**src/hw/mem_system_pkg.sv**
```systemverilog
/* shared geometry, widths and controller state encoding for the two-way data cache
   and its banked backing memory; imported by every RTL module */
`default_nettype none

package mem_system_pkg;

  localparam int ADDR_W          = 16; // byte address
  localparam int DATA_W          = 16; // one word
  localparam int TAG_W           = 5;  // addr 15..11
  localparam int INDEX_W         = 8;  // addr 10..3
  localparam int OFFSET_W        = 3;  // addr 2..0, bit 0 always zero
  localparam int WORDS_PER_BLOCK = 4;
  localparam int WORD_W          = $clog2(WORDS_PER_BLOCK); // word select, addr 2..1
  localparam int MEM_LATENCY     = 2;  // read strobe to valid data, in cycles

  // keep the order since WB3 + 1 is ALLOC0 and ALLOC5 + 1 is RETRY
  typedef enum logic [3:0] {
    IDLE,
    COMPARE,
    WB0, WB1, WB2, WB3,        // write victim block back, one word each
    ALLOC0, ALLOC1, ALLOC2,    // read new block
    ALLOC3, ALLOC4, ALLOC5,    // installs trail the reads by MEM_LATENCY
    RETRY,                     // second compare, always hits
    ERROR
  } ctrl_state_t;

endpackage

`default_nettype wire
```
**src/hw/way_select.sv**
```systemverilog
/* merges the two ways' lookup results, picks the victim way and steers its data and tag;
   hit, dirty and victim are captured in COMPARE and held through a miss */
`default_nettype none

module way_select (
  input  logic                            clk,
  input  logic                            reset,
  input  mem_system_pkg::ctrl_state_t     state,
  input  logic                            hit0,
  input  logic                            valid0,
  input  logic                            dirty0,
  input  logic [mem_system_pkg::TAG_W-1:0]  tag_out0,
  input  logic [mem_system_pkg::DATA_W-1:0] data_out0,
  input  logic                            hit1,
  input  logic                            valid1,
  input  logic                            dirty1,
  input  logic [mem_system_pkg::TAG_W-1:0]  tag_out1,
  input  logic [mem_system_pkg::DATA_W-1:0] data_out1,
  output logic                            way_en0,
  output logic                            way_en1,
  output logic                            hit,
  output logic                            dirty,
  output logic [mem_system_pkg::TAG_W-1:0]  victim_tag,
  output logic [mem_system_pkg::DATA_W-1:0] data_out
);
  import mem_system_pkg::*;

  logic vhit0, vhit1, live_hit, live_dirty, live_sel;
  logic victim_bit, sel_q, hit_q, dirty_q, sel;
  logic in_compare, live_view;

  assign in_compare = (state == COMPARE);
  assign live_view  = in_compare || (state == RETRY); // both ways looked up

  assign vhit0    = hit0 && valid0;
  assign vhit1    = hit1 && valid1;
  assign live_hit = vhit0 || vhit1;
  // hit way wins, else first invalid way, else alternating bit
  assign live_sel   = live_hit ? vhit1 : (!valid0 ? 1'b0 : (!valid1 ? 1'b1 : victim_bit));
  assign live_dirty = live_sel ? (valid1 && dirty1) : (valid0 && dirty0);

  assign sel      = live_view ? live_sel : sel_q;
  assign data_out = sel ? data_out1 : data_out0;
  assign way_en0  = live_view || !sel_q;
  assign way_en1  = live_view || sel_q;
  assign hit      = in_compare ? live_hit : hit_q;
  assign dirty    = in_compare ? live_dirty : dirty_q;

  always_ff @(posedge clk) begin
    if (reset) begin
      victim_bit <= 1'b0;
      sel_q      <= 1'b0;
      hit_q      <= 1'b0;
      dirty_q    <= 1'b0;
    end else if (in_compare) begin
      victim_bit <= !victim_bit; // flips on every lookup, hit or miss
      sel_q      <= live_sel;
      hit_q      <= live_hit;
      dirty_q    <= live_dirty;
    end
  end

  always_ff @(posedge clk) begin
    if (in_compare) victim_tag <= live_sel ? tag_out1 : tag_out0;
  end

  // a block lives in at most one way of its set
  a_single_way_hit: assert property (@(posedge clk) disable iff (reset)
    !(vhit0 && vhit1));

endmodule

`default_nettype wire

```
**config.mk**
```make
export PLATFORM = sky130hd
export DESIGN_NAME = way_select
export DESIGN_NICKNAME = d
export VERILOG_FILES = /design/src/hw/mem_system_pkg.sv /design/src/hw/way_select.sv
export SDC_FILE = /design/constraint.sdc
export NUM_CORES = 1
export LEC_CHECK = 0
export ABC_AREA = 1
export BUFFER_PORTS_ARGS = -buffer_cell sky130_fd_sc_hd__buf_2
export CAP_MARGIN = 20
export CORE_MARGIN = 2
export CORE_UTILIZATION = 37
export DETAILED_ROUTE_END_ITERATION = 10
export GPL_TIMING_DRIVEN = 0
export HOLD_SLACK_MARGIN = 0.03
export PLACE_DENSITY = 0.86
export SLEW_MARGIN = 20
export SYNTH_ARGS = -nofsm -noshare
export SYNTH_HDL_FRONTEND = slang
export SYNTH_SLANG_ARGS = --single-unit
```
**constraint.sdc**
```tcl
create_clock -name clk -period 3.9 [get_ports clk]
set_clock_uncertainty 0.2 [all_clocks]
set_input_delay 0.78 -clock clk [delete_from_list [all_inputs] [get_ports clk]]
set_output_delay 0.78 -clock clk [all_outputs]
set_load 0.05 [all_outputs]
```
; Word level (Yosys, flattened, before mapping)
; Index checks and enable logic that the tools add are counted.
[word_totals]
in_bits = 54
regBits = 9
word_cells = 26
output_inout_bits = 25
[classes]
mux = 9
n_eq_ne = 2
n_reduce_logical = 10
[op_table]
columns = op, n
row1 = 2-to-1 mux 16 bit, 1
row2 = 2-to-1 mux 1 bit, 7
row3 = 2-to-1 mux 5 bit, 1
row4 = equality test 4 x 1 -> 1 bit (second input constant), 1
row5 = equality test 4 bit (second input constant), 1
row6 = logical AND 1 bit, 4
row7 = logical OR 1 bit, 4
row8 = logical NOT 1 bit, 2

; Logic depth before layout (Yosys ltp)
[logic_depth]
depth_word = 5
depth_mapped = 9
depth_no_buf = 8

; Worst setup path before layout
; No wires, ideal clock.
[synth_path]
kind = input to output
from = input port state[3]
to = output port data_out[10] (netlist bit)
t_required_ps = 2920
arrival_time_ps = 1873
setup_slack_ps = 1047
path_buffers = 1
path_stages = 6
cell_sequence = nor2_2 -> nand3_2 -> nand3_2 -> buf_4 -> nand3_1 -> nand2_1
[synth_via]
elab_chain_len = 4
elab_cells_between_ends = 5
classes_between = eq/ne: 2 / mux: 2 / reduce/logical: 1
[synth_lines]
columns = item, line_no
row1 = "start, declared", way_select.sv:8  ; input mem_system_pkg::ctrl_state_t state,
row2 = equality test 4 x 1 -> 1 bit / equality test 4 bit (equally long branches), "way_select.sv:32, way_select.sv:33"
row3 = logical OR 1 bit (*), way_select.sv:33  ; assign live_view = in_compare || (state == RETRY);
row4 = 2-to-1 mux 1 bit (*), way_select.sv:42  ; assign sel = live_view ? live_sel : sel_q;
row5 = 2-to-1 mux 16 bit (*), way_select.sv:43  ; assign data_out = sel ? data_out1 : data_out0;
row6 = "end, declared", way_select.sv:24  ; output logic [mem_system_pkg::DATA_W-1:0] data_out
; Every way passes the cells marked *; elsewhere a longest branch is shown, timed or not.

; Worst setup path in the final report
[layout_path]
from = input port state[3]
to = output port data_out[7] (netlist bit)
; The elaborated chain is that of the path after synthesis.

==> impl_metrics.toml <==
[critical_path]
critical_path_required_ps = 2920
end_kind = "output port"
path_max_fanout = 10
criticalPathCategory = "primary input to output port"
slowest_delay_ps = 250
start_kind = "primary input"
critPathMostFrequentCell = "nand2_1"
cp.depth = 10
reg2reg_depth = 6
path_delay_family = "simple AND/OR/NAND/NOR gates"
cp_cell_sequence = "buf_2 > nor2_2 > nand3_2 > nand2_1 > nand2_4 > nand2_4 > buf_6 > nand2_1 > nand2_1 > buf_2"
cp_slowest_cell = "buf_2"
arrival_ps = 1980
critPathBufInv = 3

[yosys]
synth_cell_type_count = 16
synth_top_area_frac = 0.278
yosysTopAreaCell = "nand2_1"
syn-num-nets = 170
synth.top_cells.by_area = "nand2_1 (28%), edfxtp_1 (20%), nand3_1 (16%), dfxtp_1 (11%), nand2_4 (6.1%)"
syn_area_um2 = 742
syn_area_per_cell_um2 = 6.40
yosysWarningCount = 0
yosysSeqAreaShare = 0.310
yosys_register_bits = 9
synthCells = 116

[timing]
maxSlewViolCount = 0
maxSlewHeadroom = 0.792
tns_ps = 0
whs_ps = 272
period_share = 0.760
fmax_mhz = 337
rsz0062_at_grt = "no"
setup_violations = 0
worst_pin_slew_ps = 312
finalHoldViolCount = 0
fin_crit_ps = 2960

[grt]
use_met1 = 0.197
grt_max_degree = 11
grt_antenna_before_repair = 0
gr-usage-all-layers = 0.192
grt_pass1_vias = 929
grt_pass1_wl_um = 3710
use_met3 = 0.0583
busiest_layer = "met2"
grt_overflow = 0
met2_usage = 0.361

[route]
drt_iter0_drc = 17
vias_per_cell = 4.60
ant_nets = 0
firstDrtPassIters = 4
wl_per_cell_um = 9.86
drc = 0
vias = 1035
drt_wl_total_um = 2220

[clock_network]
htreeDepth = 1
cts_resized = 0
cts_tree = "yes"
cts-root-buf = "clkbuf_4"
cts.sinks = 9
cts_buffer_depth = 2
clk_pin_slew_ps = 50
clk_latency_ps = 250
postCtsSetupBuffers = 0
cts_buffers = 3
cts_hold_buf = 0

[floorplan]
start_util = 0.386
core_mm2 = 0.00192
row_count = 16
die-area_mm2 = 0.00238
die_y_um = 48.8
die_width_um = 48.8
boundaryPins = 79

[cells_and_area]
fin_util = 0.620
nFillCells = 183
final_cell_mix = "buf_2 (78), nand2_1 (55), nand3_1 (24)"
antenna_cells = 0
final_area_mm2 = 0.00119
fin_nets = 253
seq_area_um2 = 230
layout_commonest_cell = "buf_2"
syn_to_final_growth_pct = 60.7
drive_above_1_share = 0.480
multiInputGateArea_um2 = 455

[hold_path]
min_path_cells = 2
hold_path_class = "flip-flop to flip-flop"

[run]
cap_violations = 0

[placement]
dp_hpwl_um = 1850
gp_congestion = 0.784
place_area_mm2 = 0.00117
numPortBuffers = 78

[power_and_ir_drop]
p_leak_nw = 0.735
p_per_area_mw_per_mm2 = 265
peakVddDrop_uv = 163

[status]
status = "finished clean"
## cell families (layout without fill, tap and decap cells)
kind of cell,Yosys count,count (layout),synth area share
AND/OR/NAND/NOR,92,92,0.587
flip-flops,9,9,0.310
AO/OA/AOI/OAI,4,4,0.0270
buffers and inverters,11,93,0.0759
## synthesized netlist by cell type, drive strengths merged
cell,count
inv,8
nand2,60
edfxtp,5
nor2,4
or2,2
nand3,26
o21ai,1
buf,3
dfxtp,4
a21oi,3
## power breakdown
group | internal (mW) | total, mW | switching [mW]
clock network | 0.0394 | 0.0708 | 0.0314
registers | 0.103 | 0.104 | 0.000649
logic | 0.0457 | 0.141 | 0.0956
total | 0.188 | 0.316 | 0.128
## routing by layer
layer | wire length [um] | share of wire
met2 | 1140 | 0.51
met4 | 31 | 0.014
met3 | 228 | 0.10
met1 | 823 | 0.37
met5 | 0 | 0
## area by class of cell
class | count | area share
multi-input cells | 96 | 0.382
well taps | 27 | 0.0283
inverters | 8 | 0.0252
clock buffers | 4 | 0.0220
flip-flops and latches | 9 | 0.193
repair buffers | 78 | 0.327
plain buffers | 3 | 0.0220
## final timing paths
check	start	end	slack (ps)
max	state[3]	data_out[7]	940
min	victim_bit$_SDFFE_PP0N_	victim_bit$_SDFFE_PP0N_	270
max reg2reg	victim_bit$_SDFFE_PP0N_	victim_tag[3]$_DFFE_PN_	2640
min reg2reg	victim_bit$_SDFFE_PP0N_	victim_bit$_SDFFE_PP0N_	270
## worst reg2reg max path, cell delays in order (launching register included)
cell     delay [ps]
dfxtp_1         310
inv_1            70
nand2_1          80
nand2_4         120
nand2_4         100
nand2_1         100
nand2_1          60
## state kept, by name, summed over array words and instances, names as in the netlist
register and flops:
dirty_q 1, hit_q 1, victim_tag 5, victim_bit 1, sel_q 1
## stage by stage
step	setup slack, ps	power (mW)	cells
2_1_floorplan	1050	0.200	116
3_3_place_gp	974	0.244	221
3_5_place_dp	943	0.247	221
4_1_cts	941	0.318	225
5_1_grt	805	0.335	225
6_report	936	0.316	225
No activity file was read; power rests on OpenSTA's default activity.
