File: src/hw/mem_system_pkg.sv
/* shared geometry, widths and controller state encoding for the two-way data cache
   and its banked backing memory; imported by every RTL module */
`default_nettype none

package mem_system_pkg;

  localparam int ADDR_W          = 16; // byte address
  localparam int DATA_W          = 16; // one word
  localparam int TAG_W           = 5;  // addr 15..11
  localparam int INDEX_W         = 8;  // addr 10..3
  localparam int OFFSET_W        = 3;  // addr 2..0, bit 0 always zero
  localparam int WORDS_PER_BLOCK = 4;
  localparam int WORD_W          = $clog2(WORDS_PER_BLOCK); // word select, addr 2..1
  localparam int MEM_LATENCY     = 2;  // read strobe to valid data, in cycles

  // keep the order since WB3 + 1 is ALLOC0 and ALLOC5 + 1 is RETRY
  typedef enum logic [3:0] {
    IDLE,
    COMPARE,
    WB0, WB1, WB2, WB3,        // write victim block back, one word each
    ALLOC0, ALLOC1, ALLOC2,    // read new block
    ALLOC3, ALLOC4, ALLOC5,    // installs trail the reads by MEM_LATENCY
    RETRY,                     // second compare, always hits
    ERROR
  } ctrl_state_t;

endpackage

`default_nettype wire
File: src/hw/cache_ctrl.sv
/* cache controller FSM: compare, writeback of a dirty victim, block allocate and retry;
   drives the way controls, the memory strobes and the requester's Stall and Done */
`default_nettype none

module cache_ctrl (
  input  logic                            clk,
  input  logic                            reset,
  input  logic                            rd,
  input  logic                            wr,
  input  logic                            misaligned,
  input  logic                            hit,
  input  logic                            dirty,
  input  logic                            mem_stall,
  output mem_system_pkg::ctrl_state_t     state,
  output logic                            comp,
  output logic                            write,
  output logic                            valid_in,
  output logic [mem_system_pkg::WORD_W-1:0] word_sel,
  output logic                            mem_rd,
  output logic                            mem_wr,
  output logic                            stall,
  output logic                            done,
  output logic                            cache_hit,
  output logic                            err
);
  import mem_system_pkg::*;

  localparam logic [3:0] LAT   = 4'(MEM_LATENCY);
  localparam logic [3:0] WORDS = 4'(WORDS_PER_BLOCK);
  // allocate counts the installed word, which lags the read by MEM_LATENCY
  localparam logic [WORD_W-1:0] ALLOC_START = WORD_W'(WORDS_PER_BLOCK - MEM_LATENCY);

  ctrl_state_t next_state;
  logic        is_wr;       // request kind, held until Done
  logic        in_wb;
  logic        in_alloc;
  logic        installing;
  logic [3:0]  alloc_step;

  assign in_wb      = (state >= WB0) && (state <= WB3);
  assign in_alloc   = (state >= ALLOC0) && (state <= ALLOC5);
  assign alloc_step = state - ALLOC0;
  assign installing = in_alloc && (alloc_step >= LAT);

  always_comb begin
    next_state = state;
    case (state)
      IDLE: begin
        if (rd || wr) next_state = (misaligned || (rd && wr)) ? ERROR : COMPARE;
      end
      COMPARE: next_state = hit ? IDLE : (dirty ? WB0 : ALLOC0);
      RETRY:   next_state = IDLE;
      ERROR:   next_state = IDLE;
      default: begin
        // WB and ALLOC walk up the encoding, frozen by bank stall
        if (!mem_stall) next_state = ctrl_state_t'(state + 4'd1);
      end
    endcase
  end

  always_ff @(posedge clk) begin
    if (reset) state <= IDLE;
    else       state <= next_state;
  end

  always_ff @(posedge clk) begin
    if (reset) begin
      is_wr <= 1'b0;
    end else if ((state == IDLE) && (rd || wr)) begin
      is_wr <= wr;
    end
  end

  // word counter for writeback and allocate
  always_ff @(posedge clk) begin
    if (reset) begin
      word_sel <= '0;
    end else if (state == COMPARE) begin
      word_sel <= dirty ? '0 : ALLOC_START;
    end else if ((state == WB3) && !mem_stall) begin
      word_sel <= ALLOC_START;
    end else if ((in_wb || in_alloc) && !mem_stall) begin
      word_sel <= word_sel + 1'b1;
    end
  end

  assign comp     = (state == COMPARE) || (state == RETRY);
  assign write    = (comp && is_wr) || installing;
  assign valid_in = (state == ALLOC5);          // last word commits the line
  assign mem_wr   = in_wb;
  assign mem_rd   = in_alloc && (alloc_step < WORDS);

  assign stall     = (state != IDLE);
  assign cache_hit = (state == COMPARE) && hit;
  assign done      = cache_hit || (state == RETRY) || (state == ERROR);
  assign err       = (state == ERROR);

  // a request always ends in IDLE right after done
  a_done_ends_request: assert property (@(posedge clk) disable iff (reset)
    done |=> (state == IDLE));

endmodule

`default_nettype wire

File: config.mk
export PLATFORM = sky130hd
export DESIGN_NAME = cache_ctrl
export DESIGN_NICKNAME = d
export VERILOG_FILES = /design/src/hw/mem_system_pkg.sv /design/src/hw/cache_ctrl.sv
export SDC_FILE = /design/constraint.sdc
export NUM_CORES = 1
export LEC_CHECK = 0
export BUFFER_PORTS_ARGS = -buffer_cell sky130_fd_sc_hd__clkbuf_2
export CORE_UTILIZATION = 54
export DETAILED_ROUTE_END_ITERATION = 6
export GPL_ROUTABILITY_DRIVEN = 0
export PLACE_DENSITY = 0.78
export REMOVE_ABC_BUFFERS = 1
export SKIP_CTS_REPAIR_TIMING = 1
export SYNTH_ARGS = -nofsm -noshare
export SYNTH_HDL_FRONTEND = slang
export SYNTH_SLANG_ARGS = --single-unit
File: constraint.sdc
create_clock -name clk -period 4.2 [get_ports clk]
set_input_delay 0.21 -clock clk [delete_from_list [all_inputs] [get_ports clk]]
set_output_delay 0.21 -clock clk [all_outputs]
set_load 0.01 [all_outputs]
; ---- Word level (Yosys, flattened, before mapping)
; Index checks and enable logic that the tools add are counted.
[word_totals]
regBits = 7
[classes]
reduce_logical = 23
magnitude_cmp = 6
n_eq_ne = 7
addsub = 3
muxes = 10
[op_table]
columns = cell, count
row1 = $eq A4 B4 Y1 const B, 3
row2 = $mux W4, 3
row3 = $pmux W4 S3, 1
row4 = $logic_and A1 B1 Y1, 10
row5 = $ge A4 B2 Y1 const B, 2
row6 = $mux W2, 4
row7 = $logic_or A1 B1 Y1, 7
row8 = $mux W3, 2
row9 = $add A4 B1 Y4 const B, 1
row10 = $eq A4 B1 Y1 const B, 1
row11 = $eq A4 B3 Y1 const B, 1
row12 = $ge A4 B3 Y1 const B, 1
row13 = $le A4 B3 Y1 const B, 1
row14 = $le A4 B4 Y1 const B, 1
row15 = $logic_not A4 Y1, 1
row16 = $lt A4 B3 Y1 const B, 1
row17 = $ne A4 B2 Y1 const B, 1
row18 = $reduce_bool A4 Y1, 1
row19 = $sub A4 B3 Y4 const B, 1
row20 = $reduce_bool A3 Y1, 1
row21 = $add A2 B1 Y2 const B, 1
row22 = $ne A2 B2 Y1 const B, 1
row23 = $reduce_and A2 Y1, 1
row24 = $reduce_or A2 Y1, 1
row25 = $logic_not A1 Y1, 1

; ---- Depth between registers and ports, before layout
[logic_depth]
depth_word = 7
depth_mapped = 7

; ---- Worst setup path before layout
; No wires, ideal clock.
[synth_timing]
path_kind = flip-flop to flip-flop
start = register state[1]
end = register word_sel[1] (netlist name)
period_less_slack_ps = 1862
stages_incl_launch_ff = 7
setup_slack_ps = 2338
n_path_buf = 0
arrival_time_ps = 1732
required_time_ps = 4069
path_cell_list = dfxtp_1 > inv_1 > ha_1 > nor3b_1 > a2111oi_0 > a21boi_0 > o31ai_1
[synth_between]
elab_chain_len = 5
word_cells_on_any_way = 14
classes_between = order compare: 4 / eq/ne: 2 / mux: 2 / reduce/logical: 6
[synth_lines]
columns = element, line
row1 = from (decl), cache_ctrl.sv:14  ; output mem_system_pkg::ctrl_state_t state,
row2 = from (signal assigned), cache_ctrl.sv:63  ; else state <= next_state;
row3 = $ge A4 B2 Y1 (tied with other cells), cache_ctrl.sv:40  ; assign in_wb = (state >= WB0) && (state <= WB3);
row4 = "$logic_and A1 B1 Y1, on equally long branches", "cache_ctrl.sv:40, cache_ctrl.sv:41"
row5 = $logic_or A1 B1 Y1, cache_ctrl.sv:82  ; end else if ((in_wb || in_alloc) && !mem_stall) begin
row6 = $logic_and A1 B1 Y1, cache_ctrl.sv:82
row7 = $reduce_bool A3 Y1 (no source line), -
row8 = to (signal assigned), cache_ctrl.sv:79  ; word_sel <= dirty ? '0 : ALLOC_START;
row9 = to (signal assigned), cache_ctrl.sv:83  ; word_sel <= word_sel + 1'b1;
row10 = to (decl), cache_ctrl.sv:18  ; output logic [mem_system_pkg::WORD_W-1:0] word_sel,
; Several ways; a longest one is shown, not always the timed one.
; A chain may end at the register's enable or synchronous reset.

; ---- Worst setup path in the final report
[layout_timing]
start = register state[2]
end = output write
[layout_between]
elab_chain_len = 4
word_cells_on_any_way = 11
classes_between = add/sub: 1 / order compare: 3 / eq/ne: 2 / reduce/logical: 5
[layout_lines]
columns = element, line
row1 = $sub A4 B3 Y4 (tied with other cells), cache_ctrl.sv:42  ; assign alloc_step = state - ALLOC0;
row2 = $ge A4 B2 Y1 (tied with other cells), cache_ctrl.sv:43  ; assign installing = in_alloc && (alloc_step >= LAT);
row3 = "$logic_and A1 B1 Y1, on equally long branches", "cache_ctrl.sv:43, cache_ctrl.sv:88"
row4 = $logic_or A1 B1 Y1 *, cache_ctrl.sv:88  ; assign write = (comp && is_wr) || installing;
row5 = to (decl), cache_ctrl.sv:16  ; output logic write,
; Mark *: on every way between the ends. The rest lies on a longest branch, timed or not.

==> flow_summary.yaml <==
timing:
  setup_viol: 0
  maxSlewHeadroom_pct: 46.2
  hold_viol_final: 0
  tightestPinTransition_ns: 0.806
  final_min_period_over_clock_period_pct: 59.2
  max_freq_mhz: 402
  unrepaired_setup_endpoints_after_global_routing: "false"
  min_period_ns: 2.49
  final-max-slew-violation-count: 0
  final.setup.tns_ns: 0
  clock_skew_ns: 0.00933
routing:
  route.detailed.drc: 0
  avgRoutedWirePerCell_um: 13.5
  drt_iter0_drc: 15
  detailroute.via_count: 865
  vias_per_cell: 6.09
  drt_wl_total_mm: 1.92
  drtPass1Iterations: 4
  postRouteAntennaNets: 0
worst_hold_path:
  hold_path.class: "input pin to register"
setup_path:
  cp_max_stage_cell: "sky130_fd_sc_hd__dfxtp_1"
  reg2reg_depth: 6
  cp_max_fo: 20
  crit_path_end_kind: "output pin"
  critPathMaxStageDelay_ns: 0.78
  worstPathRequired_ns: 3.99
  type_of_the_worst_setup_path: "register to output pin"
  crit_start: "state[2]"
  critical_path.reg2reg.endpoint: "word_sel[1]"
  setup.worst_path.end: "write"
  timing.rr.start: "state[1]"
  critical_path_data_arrival_time_ns: 2.28
  worstPathCellList: "inv_1 -> ha_1 -> a211oi_1 -> a221o_1 -> o211ai_1 -> clkbuf_2"
  flop_to_flop_setup_slack_ns: 2.07
  critical_path.startpoint_type: "register"
synth:
  synth_cells: 107
  netlist_area_um2: 811
  count_of_flip_flops_with_a_built_in_enable_after_synthesis: 0
  synth_sequential_area_ratio_pct: 17.3
  synthArstFlopShare_pct: 0
  synth_area_per_cell_um2: 7.58
  synth.distinct_cells: 43
  synth_top_flop_cell: "sky130_fd_sc_hd__dfxtp_1"
  yosysWarningCount: 0
  ys_ff_latch: 7
placement:
  post-dp-hpwl_mm: 1.39
  port_buffers: 22
  placed_cells_incl_taps: 138
cells_and_area:
  drive_gt1_share_pct: 23.6
  layout.cells.most_common: "sky130_fd_sc_hd__clkbuf_2"
  final_cell_mix: "sky130_fd_sc_hd__clkbuf_2, sky130_fd_sc_hd__nor2_1, sky130_fd_sc_hd__a21oi_1"
  num_antenna_cells: 0
  nNetsFinal: 143
  areaGrowthSynthToFinish_pct: 14.0
  fin_cells: 142
global_routing:
  pin_count_of_the_biggest_net_entering_global_routing: 24
  global_route.usage.total_pct: 26.4
  antenna_found_initial: 0
  vias_in_the_first_global_route: 677
  globalRouteOverflowTotal: 0
  grt_pass1_wl_mm: 2.80
floorplanning:
  floorplan.die_area_um2: 1660
  chipWidth_um: 40.8
  num_rows: 13
  floorplan.die.height_um: 40.8
  floorplan.initialDensity_pct: 60.1
  coreArea_um2: 1350
  boundary_pin_count: 23
flow_run:
  cap_violations: 0
clock_network:
  cts-root-buf: "sky130_fd_sc_hd__clkbuf_4"
  cts.path.max_buffers: 2
  clock_buffers_created_by_tritoncts: 3
  cts_tree: "yes"
  worst_setup_hold_path_clk_slew_ns: 0.07
  htreeDepth: 1
  worstSkewPairLatency_ns: 0.28
  clock_sinks: 7
power_and_ir_drop:
  proportion_of_total_power_due_to_net_switching_pct: 51.3
  ir_worst_vdd_v: 0.000429
  pwr_density_cell_nw_per_um2: 757
  power_frac_clock_pct: 10.2
  combinationalPowerShare_pct: 64.9
  p_switching_uw: 359
  intPower_uw: 341
  power_frac_seq_pct: 24.9
  design_power_total_uw: 700
  power_leakage_nw: 0.433
status:
  status: "completed"
==> routing by layer <==
| metal | routed length, µm | GRT usage, % | vias to the layer above | share of wire (%) |
|---|---|---|---|---|
| li1 | - | - | 429 | - |
| met1 | 923 | 32.7 | 407 | 48 |
| met2 | 891 | 43.7 | 24 | 46 |
| met3 | 77 | 4.89 | 5 | 4.0 |
| met4 | 32 | 12.5 | 0 | 1.7 |
| met5 | 0 | 0 | - | 0 |
==> flip-flops by register name, summed over array words and instances, names as in the netlist <==
name / count
is_wr: 1
state: 4
word_sel: 2
==> cell usage after synthesis (2+ instances only) <==
cell type,number,share of area [%]
sky130_fd_sc_hd__a211oi_1,4,3.7
sky130_fd_sc_hd__a21oi_1,9,5.6
sky130_fd_sc_hd__and2_1,4,3.1
sky130_fd_sc_hd__and3_1,2,1.5
sky130_fd_sc_hd__buf_2,3,1.9
sky130_fd_sc_hd__buf_6,2,2.8
sky130_fd_sc_hd__dfxtp_1,7,17
sky130_fd_sc_hd__ha_1,7,11
sky130_fd_sc_hd__inv_1,5,2.3
sky130_fd_sc_hd__nand2_1,8,3.7
sky130_fd_sc_hd__nand2b_1,2,1.5
sky130_fd_sc_hd__nor2_1,12,5.6
sky130_fd_sc_hd__nor2b_1,3,2.3
sky130_fd_sc_hd__nor3_1,2,1.2
sky130_fd_sc_hd__nor3b_1,2,1.9
sky130_fd_sc_hd__o211ai_1,2,1.9
sky130_fd_sc_hd__o21ai_0,6,3.7
sky130_fd_sc_hd__o31ai_1,2,1.9
==> worst min-delay path by stage <==
stage	cells after the start	to	startpoint
final	3	is_wr	wr
after global routing	3	is_wr	wr
after CTS	3	is_wr	wr
after detailed placement	3	is_wr	wr
after global placement	2	word_sel[0]	word_sel[0]
after floorplan	1	state[2]	reset
==> power by group through the flow <==
stage / Sequential [mW] / Clock (mW) / Combinational, mW
6_report: 0.174 / 0.0715 / 0.454
5_1_grt: 0.182 / 0.0726 / 0.511
4_1_cts: 0.173 / 0.0710 / 0.455
3_5_place_dp: 0.174 / 0 / 0.451
3_3_place_gp: 0.172 / 0 / 0.448
2_1_floorplan: 0.167 / 0 / 0.321
==> critical path, delay by kind of cell, from the launching register on <==
kind	cells	cell delay, ns
flip-flops	1	0.78
AO/OA/AOI/OAI	3	0.54
adder cells (fa/ha/maj)	1	0.34
buffers and inverters	2	0.33
==> cell families after synthesis <==
| logic type | count (synthesis) | share of synthesized area [%] |
|---|---|---|
| DFF | 7 | 17.3 |
| xor gates and xnor gates | 1 | 2.01 |
| adders and majority gates | 7 | 10.8 |
| and+or+nand+nor | 45 | 30.9 |
| AOI/OAI and AO/OA | 35 | 30.4 |
| muxes | 1 | 1.23 |
| buffers and inverters | 11 | 7.41 |
==> area by class of cell <==
cell class                 count  area, µm²
clock buffer                   4       26.3
fill                         122        425
inverter                       5       18.8
multi-input combinational     89        611
sequential                     7        140
tap                           15       18.8
timing repair buffer          22        110
==> metrics by stage <==
| step | hold WS (ns) | setup slack, ns | area (µm²) | utilization (%) |
|---|---|---|---|---|
| global placement | 0.493 | 2.10 | 898 | 66.5 |
| global route | 0.252 | 1.58 | 925 | 68.5 |
| floorplan | 0.275 | 2.27 | 769 | - |
| CTS | 0.221 | 1.74 | 925 | 68.5 |
| finish | 0.213 | 1.71 | 925 | 68.5 |
| detailed placement | 0.502 | 2.04 | 898 | 66.5 |
No activity file was read; power rests on OpenSTA's default activity.
